$ cat src/axis_writer_defs.svh
`ifndef AXIS_WRITER_DEFS_SVH
`define AXIS_WRITER_DEFS_SVH

// AXI4-Lite address bus width in bits
`define AXI_ADDR_WIDTH 16

// AXI4-Lite data bus width in bits, also the stream word width
`define AXI_DATA_WIDTH 32

// Byte address whose word feeds the stream
`define STREAM_ADDR 16'h0000

`endif

$ cat src/axis_writer_pkg.sv
`include "axis_writer_defs.svh"

package axis_writer_pkg;

  typedef logic [`AXI_ADDR_WIDTH-1:0]   addr_t;  // Write address
  typedef logic [`AXI_DATA_WIDTH-1:0]   data_t;  // Data word
  typedef logic [`AXI_DATA_WIDTH/8-1:0] strb_t;  // One strobe per byte

  // Payload of one W beat
  typedef struct packed {
    strb_t strb;
    data_t data;
  } wbeat_t;

  // AXI write response codes in use here
  typedef enum logic [1:0] {
    RESP_OKAY   = 2'b00,
    RESP_SLVERR = 2'b10
  } resp_t;

endpackage

$ cat src/write_req_if.sv
interface write_req_if;
  import axis_writer_pkg::*;

  addr_t  addr;   // Address of the paired request
  wbeat_t beat;   // Data and strobes of the paired request
  logic   valid;  // Both halves present
  logic   ready;  // Consumer takes the request

  modport src (
    output addr,
    output beat,
    output valid,
    input  ready
  );

  modport dst (
    input  addr,
    input  beat,
    input  valid,
    output ready
  );

endinterface
$ cat src/axil_axis_writer_top.sv
`include "axis_writer_defs.svh"

module axil_axis_writer_top (
  input  logic                       aclk,
  input  logic                       rst_n,
  input  logic [`AXI_ADDR_WIDTH-1:0]   s_axi_awaddr,
  input  logic                       s_axi_awvalid,
  output logic                       s_axi_awready,
  input  logic [`AXI_DATA_WIDTH-1:0]   s_axi_wdata,
  input  logic [`AXI_DATA_WIDTH/8-1:0] s_axi_wstrb,
  input  logic                       s_axi_wvalid,
  output logic                       s_axi_wready,
  output logic [1:0]                 s_axi_bresp,
  output logic                       s_axi_bvalid,
  input  logic                       s_axi_bready,
  input  logic [`AXI_ADDR_WIDTH-1:0]   s_axi_araddr,
  input  logic                       s_axi_arvalid,
  output logic                       s_axi_arready,
  output logic [`AXI_DATA_WIDTH-1:0]   s_axi_rdata,
  output logic [1:0]                 s_axi_rresp,
  output logic                       s_axi_rvalid,
  input  logic                       s_axi_rready,
  output logic [`AXI_DATA_WIDTH-1:0]   m_axis_tdata,
  output logic                       m_axis_tvalid
);
  import axis_writer_pkg::*;

  wbeat_t wbeat;       // W channel payload
  resp_t  resp;        // Emitter response
  logic   resp_valid;
  logic   resp_ready;
  resp_t  bresp;       // Held B response

  // Read channel stays idle
  wire                       rd_arready = 1'b0;
  wire                       rd_rvalid  = 1'b0;
  wire [`AXI_DATA_WIDTH-1:0] rd_rdata   = '0;
  wire [1:0]                 rd_rresp   = 2'b00;

  write_req_if req_if ();

  assign wbeat.strb = s_axi_wstrb;
  assign wbeat.data = s_axi_wdata;

  axil_write_intake axil_write_intake_inst (
    .aclk    (aclk),
    .rst_n   (rst_n),
    .awaddr  (s_axi_awaddr),
    .awvalid (s_axi_awvalid),
    .awready (s_axi_awready),
    .wbeat   (wbeat),
    .wvalid  (s_axi_wvalid),
    .wready  (s_axi_wready),
    .req     (req_if.src)
  );

  axis_word_emitter axis_word_emitter_inst (
    .aclk       (aclk),
    .rst_n      (rst_n),
    .req        (req_if.dst),
    .tdata      (m_axis_tdata),
    .tvalid     (m_axis_tvalid),
    .resp       (resp),
    .resp_valid (resp_valid),
    .resp_ready (resp_ready)
  );

  axil_write_response axil_write_response_inst (
    .aclk       (aclk),
    .rst_n      (rst_n),
    .resp       (resp),
    .resp_valid (resp_valid),
    .resp_ready (resp_ready),
    .bresp      (bresp),
    .bvalid     (s_axi_bvalid),
    .bready     (s_axi_bready)
  );

  assign s_axi_bresp = bresp;

  assign s_axi_arready = rd_arready;
  assign s_axi_rvalid  = rd_rvalid;
  assign s_axi_rdata   = rd_rdata;
  assign s_axi_rresp   = rd_rresp;

endmodule

$ cat src/axil_write_intake.sv
module axil_write_intake (
  input  logic                    aclk,
  input  logic                    rst_n,
  input  axis_writer_pkg::addr_t  awaddr,
  input  logic                    awvalid,
  output logic                    awready,
  input  axis_writer_pkg::wbeat_t wbeat,
  input  logic                    wvalid,
  output logic                    wready,
  write_req_if.src                req
);
  import axis_writer_pkg::*;

  addr_t  aw_data;   // Buffered address
  logic   aw_valid;
  logic   aw_take;   // Address leaves its buffer
  wbeat_t w_data;    // Buffered data beat
  logic   w_valid;
  logic   w_take;    // Data beat leaves its buffer

  input_buffer #(
    .payload_t (addr_t)
  ) aw_buf (
    .aclk      (aclk),
    .rst_n     (rst_n),
    .in_data   (awaddr),
    .in_valid  (awvalid),
    .in_ready  (awready),
    .out_data  (aw_data),
    .out_valid (aw_valid),
    .out_ready (aw_take)
  );

  input_buffer #(
    .payload_t (wbeat_t)
  ) w_buf (
    .aclk      (aclk),
    .rst_n     (rst_n),
    .in_data   (wbeat),
    .in_valid  (wvalid),
    .in_ready  (wready),
    .out_data  (w_data),
    .out_valid (w_valid),
    .out_ready (w_take)
  );

  // A half is released only together with its partner
  assign aw_take = w_valid && req.ready;
  assign w_take  = aw_valid && req.ready;

  assign req.addr  = aw_data;
  assign req.beat  = w_data;
  assign req.valid = aw_valid && w_valid;  // Pair complete

endmodule

$ cat src/axil_write_response.sv
module axil_write_response (
  input  logic                   aclk,
  input  logic                   rst_n,
  input  axis_writer_pkg::resp_t resp,
  input  logic                   resp_valid,
  output logic                   resp_ready,
  output axis_writer_pkg::resp_t bresp,
  output logic                   bvalid,
  input  logic                   bready
);
  import axis_writer_pkg::*;

  resp_t resp_reg;   // Response shown on B
  logic  resp_full;  // B beat pending

  // Empty, or the pending beat is taken this edge
  assign resp_ready = !resp_full || bready;

  always_ff @(posedge aclk) begin
    if (!rst_n) begin
      resp_full <= 1'b0;
    end else if (resp_valid && resp_ready) begin
      resp_full <= 1'b1;
    end else if (bready) begin
      resp_full <= 1'b0;  // Master took the beat, nothing new
    end
  end

  always_ff @(posedge aclk) begin
    if (resp_valid && resp_ready) begin
      resp_reg <= resp;
    end
  end

  assign bresp  = resp_reg;
  assign bvalid = resp_full;

endmodule

$ cat src/axis_word_emitter.sv
`include "axis_writer_defs.svh"

module axis_word_emitter (
  input  logic                   aclk,
  input  logic                   rst_n,
  write_req_if.dst               req,
  output axis_writer_pkg::data_t tdata,
  output logic                   tvalid,
  output axis_writer_pkg::resp_t resp,
  output logic                   resp_valid,
  input  logic                   resp_ready
);
  import axis_writer_pkg::*;

  localparam int    byte_count  = `AXI_DATA_WIDTH / 8;
  localparam int    addr_lsb    = $clog2(byte_count);     // Byte offset bits
  localparam addr_t stream_addr = `STREAM_ADDR;

  data_t held_word;  // Last word sent on the stream
  data_t merged;     // Held word with strobed bytes replaced
  logic  hit;        // Request targets the stream word
  logic  take;       // Request consumed this edge

  // Word-aligned address match
  assign hit = req.addr[`AXI_ADDR_WIDTH-1:addr_lsb] ==
               stream_addr[`AXI_ADDR_WIDTH-1:addr_lsb];

  always_comb begin
    merged = held_word;
    for (int i = 0; i < byte_count; i++) begin
      if (req.beat.strb[i]) begin
        merged[8*i +: 8] = req.beat.data[8*i +: 8];
      end
    end
  end

  // Stall while the response holder is busy
  assign req.ready = resp_ready;
  assign take      = req.valid && resp_ready;

  assign tdata  = merged;
  assign tvalid = take && hit;  // One-cycle strobe per stream write

  assign resp       = hit ? RESP_OKAY : RESP_SLVERR;
  assign resp_valid = req.valid;

  always_ff @(posedge aclk) begin
    if (!rst_n) begin
      held_word <= '0;
    end else if (take && hit) begin
      held_word <= merged;
    end
  end

endmodule

$ cat src/input_buffer.sv
module input_buffer #(
  parameter type payload_t = axis_writer_pkg::data_t
) (
  input  logic     aclk,
  input  logic     rst_n,
  input  payload_t in_data,
  input  logic     in_valid,
  output logic     in_ready,
  output payload_t out_data,
  output logic     out_valid,
  input  logic     out_ready
);
  import axis_writer_pkg::*;

  logic     full;      // Entry holds a beat
  payload_t data_reg;  // Stored beat

  // Room when empty or when the stored beat leaves this edge
  assign in_ready = !full || out_ready;

  always_ff @(posedge aclk) begin
    if (!rst_n) begin
      full <= 1'b0;
    end else if (in_valid && in_ready) begin
      full <= 1'b1;  // Refill, possibly as the old beat leaves
    end else if (out_ready) begin
      full <= 1'b0;
    end
  end

  always_ff @(posedge aclk) begin
    if (in_valid && in_ready) begin
      data_reg <= in_data;
    end
  end

  assign out_data  = data_reg;
  assign out_valid = full;

endmodule

$ cat config.mk
export PLATFORM = sky130hd
export DESIGN_NAME = axil_axis_writer_top
export DESIGN_NICKNAME = d
export VERILOG_FILES = /design/src/axis_writer_pkg.sv /design/src/write_req_if.sv /design/src/axil_axis_writer_top.sv /design/src/axil_write_intake.sv /design/src/axil_write_response.sv /design/src/axis_word_emitter.sv /design/src/input_buffer.sv
export VERILOG_INCLUDE_DIRS = /design/src
export SDC_FILE = /design/constraint.sdc
export NUM_CORES = 1
export LEC_CHECK = 0
export ABC_AREA = 1
export BUFFER_PORTS_ARGS = -buffer_cell sky130_fd_sc_hd__buf_2
export CAP_MARGIN = 0
export CORE_ASPECT_RATIO = 0.6
export CORE_MARGIN = 1
export CORE_UTILIZATION = 31
export DETAILED_ROUTE_END_ITERATION = 12
export PLACE_DENSITY = 0.55
export SKIP_CTS_REPAIR_TIMING = 1
export SYNTH_ARGS = -nofsm -noshare
export SYNTH_HDL_FRONTEND = slang
export SYNTH_HIERARCHICAL = 1
export SYNTH_SLANG_ARGS = --single-unit
$ cat constraint.sdc
create_clock -name aclk -period 5.6 [get_ports aclk]
set_input_delay 0.28 -clock aclk [delete_from_list [all_inputs] [get_ports aclk]]
set_output_delay 0.28 -clock aclk [all_outputs]
set_load 0.01 [all_outputs]
==> results.md <==
* Design Area, Final at 4910 sq um
* GPL Wtd Cong at 0.728
* Warnings from Yosys at 6
* Dpl ws at 2930 ps
* CTS tree: yes
* Critical-path cell list: nand2_1 -> inv_1 -> nand2_1 -> inv_1 -> nand3_4 -> inv_2 -> buf_2
* Vias in the first global route at 2835
* Die area at 14000 sq um
* TritonRoute pass-1 iters at 8
* Wirelength, routed at 8.87 mm
* Hold WS at 110 ps
* Status: finished, violations left
* Setup_tns at 0 ps
* RSZ-0062 raised after global routing: no
* Core Area at 13000 sq um
* Final setup vio count at 0
* Worst EP arrival at approximately 2800 ps
* Initial DRC Count at 183
* Syn Inst Count at around 510
* CP max stage cell: inv_1
* WL per Instance at 11.6 um
* Maxcap violations at 0
* Layout cell share with drive strength beyond 1 at 0.208
* Final #Nets at 665
* GRT overflow at 0
* Starting Density at 0.322
* CP Launch Type: flop
* Max-slew violations at 0
* Largest net degree at the start of global routing at 36
* Root buffer cell: clkbuf_16
* Commonest non-fill, non-tap cell in the layout: inv_1
* # IOs at 149
* Hold Vio Cnt, Final at 0
* H-tree Lvls at 3
* Row cnt at 32
* Sink Count at 87
* First-pass GRT wire length at 14.1 mm
* Peak supply drop at 0.144 mV
* Pwr/cell area at 288 nW/um^2
* Final clock skew at 9.80 ps
* Port bufs at 92
* Routed Antenna Nets at 0
* Post-Syn Area at 4190 sq um
* Vias per cell at roughly 4.2
* CTS Buf Count at 9
* Tightest Pin Transition at about 1300 ps
* Fmax at about 330 MHz
* Crit. End Element: primary output
* Final Non-Filler Cells at about 770
* Drt drc at 20
* Failing checks: DRC
* Hold WC Path Type: in2reg
* Diode count at 0
* DIE WIDTH at 152 um
* Min Tclk post-route at between 3000 and 4000 ps
* CP required at 5320 ps
* Placed Cells at 749
* DP HPWL at just under 6 mm
* Max FO, Critical Path at 33
* Die extent in y at 92.1 um
* Antenna violations before repair at 0
* Total Routing Usage GR at 0.130
* Commonest non-fill, non-tap cells in the layout: inv_1 (138), nand2_1 (104), buf_2 (92)
* PnR worst setup slack at about 2600 ps
* Clk_lat worst skew at 340 ps
* Relative slew slack at 0.145
* Clock transition at path regs at 70 ps
* Via count at 3175
* Period utilization at 0.540
* CP max stage delay at 910 ps
* Layout area overhead at 17.2%
* Worst-case clock buffer depth at 2
* Avg Cell Area, Syn at 8.25 sq um
* Critical Setup Path Class: reg2out
* Cell Area, Placed at between 4000 and 5000 sq um
* Lkg Pwr at 2.48 nW
==> flip-flops by register name (all words and copies together) (netlist names) <==
signal,flops
axil_write_intake_inst/aw_buf/out_data,14
axil_write_intake_inst/aw_buf/out_valid,1
axil_write_intake_inst/w_buf/out_data,36
axil_write_intake_inst/w_buf/out_valid,1
axil_write_response_inst/bresp,2
axil_write_response_inst/bvalid,1
axis_word_emitter_inst/held_word,32
==> critical path, delay by kind of cell, from the launching register on <==
kind	cells	cell delay [ps]
buf+inv	4	1260
flops	1	440
simple gates	3	690
==> layout make-up <==
class	instances	area (sq um)
Clock buffer	9	225
Clock inverter	7	55.1
Fill cell	1338	8100
Inverter	142	533
Multi-Input combinational cell	256	1150
Sequential cell	87	2260
Tap cell	170	213
Timing Repair Buffer	94	475
==> metal layers <==
metal  GRT usage  up-vias  share of wire
met5           0        -              0
met4      0.0510        0          0.011
met3      0.0458       11          0.068
met2       0.197      123           0.42
met1       0.170     1423           0.50
li1            -     1618              -
==> where the power goes <==
part / switching [mW] / internal, mW
sequential: 0.0138 / 0.707
clock: 0.261 / 0.305
combinational: 0.0832 / 0.0436
==> metrics by stage <==
stage	total power, mW	utilization
floorplan	0.824	-
global placement	0.859	0.356
detailed placement	0.863	0.356
CTS	1.43	0.378
global route	1.48	0.378
finish	1.41	0.378
==> final timing paths <==
kind | from | to | slack, ps | cells after the start
max | axil_write_intake_inst/w_buf/out_valid$_SDFFE_PN0P_ | m_axis_tvalid | 2570 | 7
min | s_axi_awaddr[15] | axil_write_intake_inst/aw_buf/out_data[15]$_DFFE_PP_ | 110 | 1
max reg2reg | axil_write_intake_inst/w_buf/out_valid$_SDFFE_PN0P_ | axis_word_emitter_inst/held_word[7]$_SDFFE_PN0P_ | 3030 | 8
min reg2reg | axis_word_emitter_inst/held_word[8]$_SDFFE_PN0P_ | axis_word_emitter_inst/held_word[8]$_SDFFE_PN0P_ | 500 | 4
No activity file was read; power rests on OpenSTA's default activity.
